## config.mk

```make
export PLATFORM = sky130hd
export DESIGN_NAME = neuron_top
export DESIGN_NICKNAME = d
export VERILOG_FILES = /design/src/hw/neuron_pkg.sv /design/src/hw/fp_mult.sv /design/src/hw/fp_add.sv /design/src/hw/weight_rom.sv /design/src/hw/neuron_apb_regs.sv /design/src/hw/neuron_ctrl.sv /design/src/hw/neuron_top.sv
export SDC_FILE = /design/constraint.sdc
export NUM_CORES = 2
export LEC_CHECK = 0
export ABC_CLOCK_PERIOD_IN_PS = 20300
export BUFFER_PORTS_ARGS = -buffer_cell sky130_fd_sc_hd__buf_2
export CORE_MARGIN = 2
export CORE_UTILIZATION = 40
export CTS_CLUSTER_DIAMETER = 200
export CTS_CLUSTER_SIZE = 24
export DETAILED_ROUTE_END_ITERATION = 7
export MAX_ROUTING_LAYER = met4
export PLACE_DENSITY = 0.56
export REMOVE_ABC_BUFFERS = 1
export SETUP_SLACK_MARGIN = 0.1
export SYNTH_ARGS = -nofsm -noshare
export SYNTH_HDL_FRONTEND = slang
export SYNTH_HIERARCHICAL = 1
export SYNTH_SLANG_ARGS = --single-unit
```

## constraint.sdc

```tcl
create_clock -name clk -period 20.3 [get_ports clk]
set_input_delay 6.09 -clock clk [delete_from_list [all_inputs] [get_ports clk]]
set_output_delay 6.09 -clock clk [all_outputs]
set_load 0.02 [all_outputs]
```

## src/hw/neuron_pkg.sv

```systemverilog
package neuron_pkg;

	// network size.
	localparam int n_terms = 15;
	localparam int idx_w = 4;

	// register map.
	localparam logic [7:0] reg_act_base = 8'h00;
	localparam logic [7:0] reg_ctrl = 8'h40;
	localparam logic [7:0] reg_status = 8'h44;
	localparam logic [7:0] reg_result = 8'h48;

	// ieee-754 single precision word.
	typedef struct packed {
		logic sign;
		logic [7:0] exp;
		logic [22:0] mant;
	} fp32_t;

	typedef struct packed {
		logic psel;
		logic penable;
		logic pwrite;
		logic [7:0] paddr;
		logic [31:0] pwdata;
	} apb_req_t;

	typedef struct packed {
		logic [31:0] prdata;
		logic pready;
		logic pslverr;
	} apb_rsp_t;

endpackage

```

## src/hw/fp_mult.sv

```systemverilog
`timescale 1ns/1ps

module fp_mult (
	input  logic clk,
	input  logic rst_n,
	input  logic mul_en,
	input  neuron_pkg::fp32_t a,
	input  neuron_pkg::fp32_t b,
	output neuron_pkg::fp32_t product,
	output logic mul_valid
);

	logic [47:0] sig_prod;
	logic signed [9:0] exp_sum;
	logic signed [9:0] exp_norm;
	logic [22:0] mant_norm;
	neuron_pkg::fp32_t res;

	assign sig_prod = {1'b1, a.mant} * {1'b1, b.mant};
	assign exp_sum = $signed({2'b00, a.exp}) + $signed({2'b00, b.exp}) - 10'sd127;

	// product of two 1.x values lies in [1, 4).
	always_comb
	begin
		if (sig_prod[47])
		begin
			mant_norm = sig_prod[46:24];
			exp_norm = exp_sum + 10'sd1;
		end
		else
		begin
			mant_norm = sig_prod[45:23];
			exp_norm = exp_sum;
		end
	end

	always_comb
	begin
		res.sign = a.sign ^ b.sign;
		if (a.exp == 8'd0 || b.exp == 8'd0 || exp_norm <= 10'sd0)
		begin
			// zero, denormal or underflow.
			res.exp = 8'd0;
			res.mant = 23'd0;
		end
		else if (exp_norm >= 10'sd255)
		begin
			res.exp = 8'hff;
			res.mant = 23'd0;
		end
		else
		begin
			res.exp = exp_norm[7:0];
			res.mant = mant_norm;
		end
	end

	always_ff @(posedge clk)
	begin
		if (!rst_n)
			mul_valid <= 1'b0;
		else
			mul_valid <= mul_en;
	end

	always_ff @(posedge clk)
	begin
		if (mul_en)
			product <= res;
	end

	assert property (@(posedge clk) disable iff (!rst_n) mul_valid |-> $past(mul_en))
		else $error("fp_mult: valid raised without an enable");

endmodule

```

## src/hw/fp_add.sv

```systemverilog
`timescale 1ns/1ps

module fp_add (
	input  logic clk,
	input  logic rst_n,
	input  logic add_en,
	input  neuron_pkg::fp32_t a,
	input  neuron_pkg::fp32_t b,
	output neuron_pkg::fp32_t sum,
	output logic add_valid
);

	neuron_pkg::fp32_t big;
	neuron_pkg::fp32_t lesser;
	logic [23:0] sig_big;
	logic [23:0] sig_small;
	logic [23:0] sig_shift;
	logic [7:0] exp_diff;
	logic [24:0] sig_sum;
	logic [4:0] lz;
	logic [23:0] sig_norm;
	logic signed [9:0] exp_norm;
	neuron_pkg::fp32_t res;

	function automatic logic [4:0] lead_zeros(input logic [23:0] v);
		logic [4:0] n;
		n = 5'd24;
		// highest set bit wins.
		for (int i = 0; i < 24; i++)
		begin
			if (v[i])
				n = 5'(23 - i);
		end
		return n;
	endfunction

	always_comb
	begin
		if ({a.exp, a.mant} >= {b.exp, b.mant})
		begin
			big = a;
			lesser = b;
		end
		else
		begin
			big = b;
			lesser = a;
		end
	end

	// denormals count as zero.
	assign sig_big = (big.exp == 8'd0) ? 24'd0 : {1'b1, big.mant};
	assign sig_small = (lesser.exp == 8'd0) ? 24'd0 : {1'b1, lesser.mant};
	assign exp_diff = big.exp - lesser.exp;
	assign sig_shift = sig_small >> exp_diff;

	assign sig_sum = (big.sign == lesser.sign) ?
		{1'b0, sig_big} + {1'b0, sig_shift} :
		{1'b0, sig_big} - {1'b0, sig_shift};

	assign lz = lead_zeros(sig_sum[23:0]);
	assign sig_norm = sig_sum[23:0] << lz;
	assign exp_norm = $signed({2'b00, big.exp}) - $signed({5'b00000, lz});

	always_comb
	begin
		res = '0;
		if (big.exp == 8'hff)
			res = big;
		else if (sig_sum[24])
		begin
			res.sign = big.sign;
			if (big.exp == 8'hfe)
				res.exp = 8'hff;
			else
			begin
				res.exp = big.exp + 8'd1;
				res.mant = sig_sum[23:1];
			end
		end
		else if (sig_sum[23:0] != 24'd0 && exp_norm > 10'sd0)
		begin
			res.sign = big.sign;
			res.exp = exp_norm[7:0];
			res.mant = sig_norm[22:0];
		end
		// underflow keeps the sign.
		else if (sig_sum[23:0] != 24'd0)
			res.sign = big.sign;
	end

	always_ff @(posedge clk)
	begin
		if (!rst_n)
			add_valid <= 1'b0;
		else
			add_valid <= add_en;
	end

	always_ff @(posedge clk)
	begin
		if (add_en)
			sum <= res;
	end

	assert property (@(posedge clk) disable iff (!rst_n) add_en |=> add_valid)
		else $error("fp_add: valid missing one cycle after enable");

endmodule

```

## src/hw/weight_rom.sv

```systemverilog
`timescale 1ns/1ps

module weight_rom (
	input  logic [neuron_pkg::idx_w-1:0] term_idx,
	output neuron_pkg::fp32_t weight,
	output neuron_pkg::fp32_t bias
);

	assign bias = 32'b00111110000000100111010000110001;

	always_comb
	begin
		case (term_idx)
			4'd0: weight = 32'b10111110011100011011100000010100;
			4'd1: weight = 32'b00111110100111010111000110101000;
			4'd2: weight = 32'b10111101010101110001011111001001;
			4'd3: weight = 32'b10111110100011001001011110001100;
			4'd4: weight = 32'b00111110100001100000101000000111;
			4'd5: weight = 32'b00111111000111001000010010000010;
			4'd6: weight = 32'b00111110011011101101101100001100;
			4'd7: weight = 32'b00111110010100001110100101111000;
			4'd8: weight = 32'b00111110101100000001100101000011;
			4'd9: weight = 32'b10111110000110101000000111110010;
			4'd10: weight = 32'b10111110111011011010011101000001;
			4'd11: weight = 32'b10111101111001010110010000000110;
			4'd12: weight = 32'b10111110101100000011111011001111;
			4'd13: weight = 32'b00111111000101001010111001011001;
			4'd14: weight = 32'b00111111000001001101111001110110;
			default: weight = '0;
		endcase
	end

endmodule

```

## src/hw/neuron_apb_regs.sv

```systemverilog
`timescale 1ns/1ps

module neuron_apb_regs (
	input  logic clk,
	input  logic rst_n,
	input  neuron_pkg::apb_req_t apb_req,
	output neuron_pkg::apb_rsp_t apb_rsp,
	input  logic busy,
	input  logic done,
	input  neuron_pkg::fp32_t result,
	output logic start,
	output neuron_pkg::fp32_t [neuron_pkg::n_terms-1:0] acts
);

	logic access;
	logic wr;
	logic rd;
	logic [7:0] act_off;
	logic [neuron_pkg::idx_w-1:0] act_idx;
	logic act_hit;
	logic ctrl_hit;
	logic status_hit;
	logic result_hit;
	logic mapped;
	logic locked;
	logic err;

	// no wait states, so every access phase completes.
	assign access = apb_req.psel & apb_req.penable;
	assign wr = access & apb_req.pwrite;
	assign rd = access & ~apb_req.pwrite;

	assign act_off = apb_req.paddr - neuron_pkg::reg_act_base;
	assign act_idx = act_off[neuron_pkg::idx_w+1:2];
	assign act_hit = (act_off[1:0] == 2'b00) && (int'(act_off[7:2]) < neuron_pkg::n_terms);
	assign ctrl_hit = (apb_req.paddr == neuron_pkg::reg_ctrl);
	assign status_hit = (apb_req.paddr == neuron_pkg::reg_status);
	assign result_hit = (apb_req.paddr == neuron_pkg::reg_result);
	assign mapped = act_hit | ctrl_hit | status_hit | result_hit;

	// inputs and control are frozen while running.
	assign locked = busy & (act_hit | ctrl_hit);
	assign err = ~mapped | (apb_req.pwrite & locked);

	assign start = wr & ctrl_hit & apb_req.pwdata[0] & ~busy;

	always_ff @(posedge clk)
	begin
		if (!rst_n)
			acts <= '0;
		else if (wr && act_hit && !busy)
			acts[act_idx] <= apb_req.pwdata;
	end

	always_comb
	begin
		apb_rsp.prdata = 32'd0;
		apb_rsp.pready = 1'b1;
		apb_rsp.pslverr = access & err;
		if (rd)
		begin
			if (act_hit)
				apb_rsp.prdata = acts[act_idx];
			else if (status_hit)
				apb_rsp.prdata = {30'd0, done, busy};
			else if (result_hit)
				apb_rsp.prdata = result;
		end
	end

	// controller must pick up every start.
	assert property (@(posedge clk) disable iff (!rst_n) start |-> !busy ##1 (busy && !done))
		else $error("neuron_apb_regs: start not taken by the controller");

endmodule

```

## src/hw/neuron_ctrl.sv

```systemverilog
`timescale 1ns/1ps

module neuron_ctrl (
	input  logic clk,
	input  logic rst_n,
	input  logic start,
	input  neuron_pkg::fp32_t [neuron_pkg::n_terms-1:0] acts,
	output logic [neuron_pkg::idx_w-1:0] term_idx,
	input  neuron_pkg::fp32_t weight,
	input  neuron_pkg::fp32_t bias,
	output neuron_pkg::fp32_t mul_a,
	output neuron_pkg::fp32_t mul_b,
	output logic mul_en,
	input  neuron_pkg::fp32_t product,
	input  logic mul_valid,
	output neuron_pkg::fp32_t add_a,
	output neuron_pkg::fp32_t add_b,
	output logic add_en,
	input  neuron_pkg::fp32_t sum,
	input  logic add_valid,
	output logic busy,
	output logic done,
	output neuron_pkg::fp32_t result
);

	logic launch;
	logic issue;
	logic mul_last;
	logic first_add;
	logic [neuron_pkg::idx_w-1:0] add_cnt;

	assign launch = start & ~busy;
	// next product goes out alongside the current add.
	assign issue = launch | (busy & mul_valid & ~mul_last);

	// adder output is the running sum, seeded with the bias.
	assign add_en = busy & mul_valid;
	assign add_a = first_add ? bias : sum;
	assign add_b = product;

	always_ff @(posedge clk)
	begin
		if (issue)
		begin
			mul_a <= acts[term_idx];
			mul_b <= weight;
		end
	end

	always_ff @(posedge clk)
	begin
		if (!rst_n)
		begin
			busy <= 1'b0;
			done <= 1'b0;
			result <= '0;
			mul_en <= 1'b0;
			term_idx <= '0;
			mul_last <= 1'b0;
			first_add <= 1'b0;
			add_cnt <= '0;
		end
		else
		begin
			mul_en <= issue;
			if (launch)
			begin
				busy <= 1'b1;
				done <= 1'b0;
				first_add <= 1'b1;
				mul_last <= 1'b0;
				add_cnt <= '0;
				term_idx <= term_idx + 1'b1;
			end
			else if (busy)
			begin
				if (issue && int'(term_idx) == neuron_pkg::n_terms - 1)
					mul_last <= 1'b1;
				else if (issue)
					term_idx <= term_idx + 1'b1;
				if (add_en)
					first_add <= 1'b0;
				if (add_valid)
					add_cnt <= add_cnt + 1'b1;
				if (add_valid && int'(add_cnt) == neuron_pkg::n_terms - 1)
				begin
					// relu clears negative zero as well.
					busy <= 1'b0;
					done <= 1'b1;
					term_idx <= '0;
					result <= sum.sign ? neuron_pkg::fp32_t'('0) : sum;
				end
			end
		end
	end

	assert property (@(posedge clk) disable iff (!rst_n) mul_en |-> busy)
		else $error("neuron_ctrl: multiply issued while idle");

	assert property (@(posedge clk) disable iff (!rst_n)
		busy |-> int'(term_idx) < neuron_pkg::n_terms)
		else $error("neuron_ctrl: term index out of range");

endmodule

```

## src/hw/neuron_top.sv

```systemverilog
`timescale 1ns/1ps

module neuron_top (
	input  logic clk,
	input  logic rst_n,
	input  neuron_pkg::apb_req_t apb_req,
	output neuron_pkg::apb_rsp_t apb_rsp
);

	logic start;
	logic busy;
	logic done;
	neuron_pkg::fp32_t result;
	neuron_pkg::fp32_t [neuron_pkg::n_terms-1:0] acts;
	logic [neuron_pkg::idx_w-1:0] term_idx;
	neuron_pkg::fp32_t weight;
	neuron_pkg::fp32_t bias;
	neuron_pkg::fp32_t mul_a;
	neuron_pkg::fp32_t mul_b;
	logic mul_en;
	neuron_pkg::fp32_t product;
	logic mul_valid;
	neuron_pkg::fp32_t add_a;
	neuron_pkg::fp32_t add_b;
	logic add_en;
	neuron_pkg::fp32_t sum;
	logic add_valid;

	neuron_apb_regs neuron_apb_regs_inst (
		.clk(clk),
		.rst_n(rst_n),
		.apb_req(apb_req),
		.apb_rsp(apb_rsp),
		.busy(busy),
		.done(done),
		.result(result),
		.start(start),
		.acts(acts)
	);

	neuron_ctrl neuron_ctrl_inst (
		.clk(clk),
		.rst_n(rst_n),
		.start(start),
		.acts(acts),
		.term_idx(term_idx),
		.weight(weight),
		.bias(bias),
		.mul_a(mul_a),
		.mul_b(mul_b),
		.mul_en(mul_en),
		.product(product),
		.mul_valid(mul_valid),
		.add_a(add_a),
		.add_b(add_b),
		.add_en(add_en),
		.sum(sum),
		.add_valid(add_valid),
		.busy(busy),
		.done(done),
		.result(result)
	);

	weight_rom weight_rom_inst (
		.term_idx(term_idx),
		.weight(weight),
		.bias(bias)
	);

	fp_mult fp_mult_inst (
		.clk(clk),
		.rst_n(rst_n),
		.mul_en(mul_en),
		.a(mul_a),
		.b(mul_b),
		.product(product),
		.mul_valid(mul_valid)
	);

	fp_add fp_add_inst (
		.clk(clk),
		.rst_n(rst_n),
		.add_en(add_en),
		.a(add_a),
		.b(add_b),
		.sum(sum),
		.add_valid(add_valid)
	);

endmodule

```

==> metrics.cfg <==
[outcome]
status = complete, no violations

[worst_setup_path]
path_delay_family = buffers and inverters
end_kind = primary output
cp_slowest_stage_delay_ns = 1.11
required_ns = 14.21
critPathMaxFanout = 33
startpoint_type = primary input
cp.depth = 7
critPathSlowestCell = o21ai_0
critPathKind = in -> out
path_cells = buf_6, buf_4, buf_4, mux4_2, mux2i_1, o21ai_0, buf_2
crit_top_cell = buf_4
rr_worst_depth = 47
regToRegSetupSlack_ns = 5.66
critPathBufInv = 4
arrival_ns = 9.33

[floorplanning]
rows = 144
die_area_um2 = 158500
dieWidth_um = 398.1
die_h_um = 398.1
fp.coreArea_um2 = 154200
num_io_pins = 79
initial_core_util_pct = 40.28

[clocking]
root_buffer = clkbuf_16
cts_hold_buffers = 0
clock_path_buffers = 3
cts_tree = built
cts_buffers = 31
cts_resized = 0
cts_setup_buffers = 0
cts.sinks = 654
ctsHtreeMaxLevel = 1
clk_pin_slew_ns = 0.11
clkLatencyLatePin_ns = 0.70

[pwr]
peakVddDrop_mv = 0.08683
pwr-share-clk_pct = 25.5
p_sw_share_pct = 33.87
switching_power_uw = 985.7
combinationalPowerShare_pct = 28.5
powerDensity_nw_per_um2 = 45.27
finalPower_mw = 2.911
p_int_mw = 1.925
seq_power_share_pct = 45.9
p_leak_nw = 24.75

[logic_synthesis]
synth-edff-count = 128
synth_warnings = 6
ys_ff_latch = 654
ys_seq_area_share_pct = 23.14
synth_area_um2 = 62120
avgSynthCellArea_um2 = 8.730
postSynth.asyncResetShare_pct = 0
synth_cell_types = 131
synth_flop_cell = dfxtp_1
synthCells = 7116

[grt]
grt_pass1_vias = 50710
gr-usage-all-layers_pct = 27.76
antenna_found_initial = 19
grt_start_max_net_pins = 255
grt_pass1_wl_um = 327100
grt.overflow.total = 0

[detailed_routing]
drt_iter0_markers = 5297
via_per_inst = 5.852
antenna_left = 0
drc_errors = 0
dr.pass1.iters = 6
wl_per_cell_um = 24.46
num_vias = 51950
wirelength_um = 217200

[timing]
final.setup_skew_ns = 0.02942
tightestPinTransition_ns = 1.434
tns_ns = 0
slew-limit-headroom_pct = 3.371
min_period_ns = 15.42
min_period_over_period_pct = 75.98
fmax_ghz = 0.06483
setup_viol = 0
rsz0062_at_grt = false
hold_violations = 0
maxSlewViolCount = 0

[layout]
multi_input_area_um2 = 42480
final_net_count = 7599
finalNonFillerCells = 8877
drive_gt1_share_pct = 9.208
fillCellCount = 15430
regArea_um2 = 14390
area_delta_synth_final_pct = 3.495

[placed_design]
hpwlAfterDp_um = 149800
portBuffers = 77
dp.cells = 8819
place_congestion = 0.9629

[hold_path]
hold_depth = 2
hold_path.class = reg -> reg

[job]
cap_viol_max_count = 0

## tightest hold or removal path, delay by kind of cell, from the launching register on
kind               cells  cell delay, ns
DFF                    1            0.33
and+or+nand+nor        1            0.05
AOI/OAI and AO/OA      1            0.05
## synth_stat cells, drive strengths merged, types with 90 or more instances
cell / count / area share [%]
a21boi: 490 / 5.9
a21oi: 241 / 2.0
and2: 251 / 2.5
buf: 280 / 3.0
clkbuf: 295 / 1.8
dfxtp: 526 / 17
edfxtp: 128 / 6.2
fa: 484 / 16
ha: 261 / 5.3
inv: 683 / 4.1
mux2: 90 / 1.6
mux2i: 226 / 3.6
mux4: 164 / 6.0
nand2: 1489 / 9.0
nor2: 307 / 1.9
o21ai: 147 / 1.2
## power groups by stage
stage / combinational (mW) / clock, mW / sequential (mW)
final: 0.830 / 0.744 / 1.34
after floorplan: 0.553 / 0 / 1.37
after CTS: 0.811 / 0.756 / 1.34
after global routing: 0.890 / 0.796 / 1.34
after detailed placement: 0.807 / 0 / 1.37
after global placement: 0.805 / 0 / 1.37
## cell families (layout without fill, tap and decap cells)
group                    Yosys count  after routing  synth area share, %
buffers and inverters           1264            937                8.939
XOR/XNOR                          84             84                1.227
AND/OR/NAND/NOR                 2424           2424                17.35
other                              4             48              0.02416
adder cells (fa/ha/maj)          745            745                20.85
AO/OA/AOI/OAI                   1461           1461                17.17
flip-flops                       654            654                23.14
multiplexers                     480            480                11.30
## through the flow
stage / util (%) / hold WS (ns) / setup WS, ns / instance area, um^2
2_1_floorplan: - / 0.4402 / 5.763 / 59270
3_3_place_gp: 41.11 / 0.4514 / 5.084 / 63400
3_5_place_dp: 41.11 / 0.4547 / 5.093 / 63400
4_1_cts: 41.66 / 0.4695 / 5.083 / 64250
5_1_grt: 41.68 / 0.4860 / 4.487 / 64290
6_report: 41.69 / 0.4709 / 4.875 / 64290
## layout by cell type (no fill, tap or decap), types with 128 or more instances in the layout
cell and n:
nand2_1 1483, a21boi_1 168, edfxtp_1 128, ha_1 259, nor2_1 289, mux2i_1 226
and2_1 251, a21boi_0 322, a21oi_1 239, dfxtp_1 522, mux4_2 153, fa_1 484
o21ai_0 135, inv_1 681
## cell type report
cell class	instances	area share, %
multi-input combinational	5229	66.08
sequential	654	22.38
inverter	689	4.023
tap	2044	3.978
timing repair buffer	204	2.156
clock buffer	42	1.271
clock inverter	2	0.06228
antenna	13	0.05060
## worst paths after layout
path | end | from
setup / recovery | apb_rsp[20] | apb_req[35]
hold reg to reg | neuron_apb_regs_inst/acts[191] | neuron_apb_regs_inst/acts[191]
setup reg to reg | fp_add_inst/sum[18] | neuron_ctrl_inst/first_add
hold / removal | neuron_apb_regs_inst/acts[191] | neuron_apb_regs_inst/acts[191]
## layer usage
metal / routed length [um] / GRT usage [%] / share of wire (%)
met5: 0 / - / 0
met4: 9656 / 10.04 / 4.4
met3: 16700 / 3.526 / 7.7
met2: 100200 / 44.15 / 46
met1: 90580 / 36.25 / 42
## sequential cells by signal, summed over array words and instances (netlist names)
| register | count |
|---|---|
| neuron_ctrl_inst/mul_en | 1 |
| neuron_ctrl_inst/result | 31 |
| fp_mult_inst/product | 32 |
| neuron_ctrl_inst/add_cnt | 4 |
| fp_add_inst/sum | 32 |
| fp_add_inst/add_valid | 1 |
| neuron_ctrl_inst/term_idx | 4 |
| neuron_ctrl_inst/mul_a | 32 |
| neuron_ctrl_inst/mul_b | 32 |
| neuron_ctrl_inst/first_add | 1 |
| neuron_ctrl_inst/mul_last | 1 |
| neuron_apb_regs_inst/acts | 480 |
| neuron_ctrl_inst/done | 1 |
| fp_mult_inst/mul_valid | 1 |
| neuron_ctrl_inst/busy | 1 |
(Power assumes the default switching activity.)
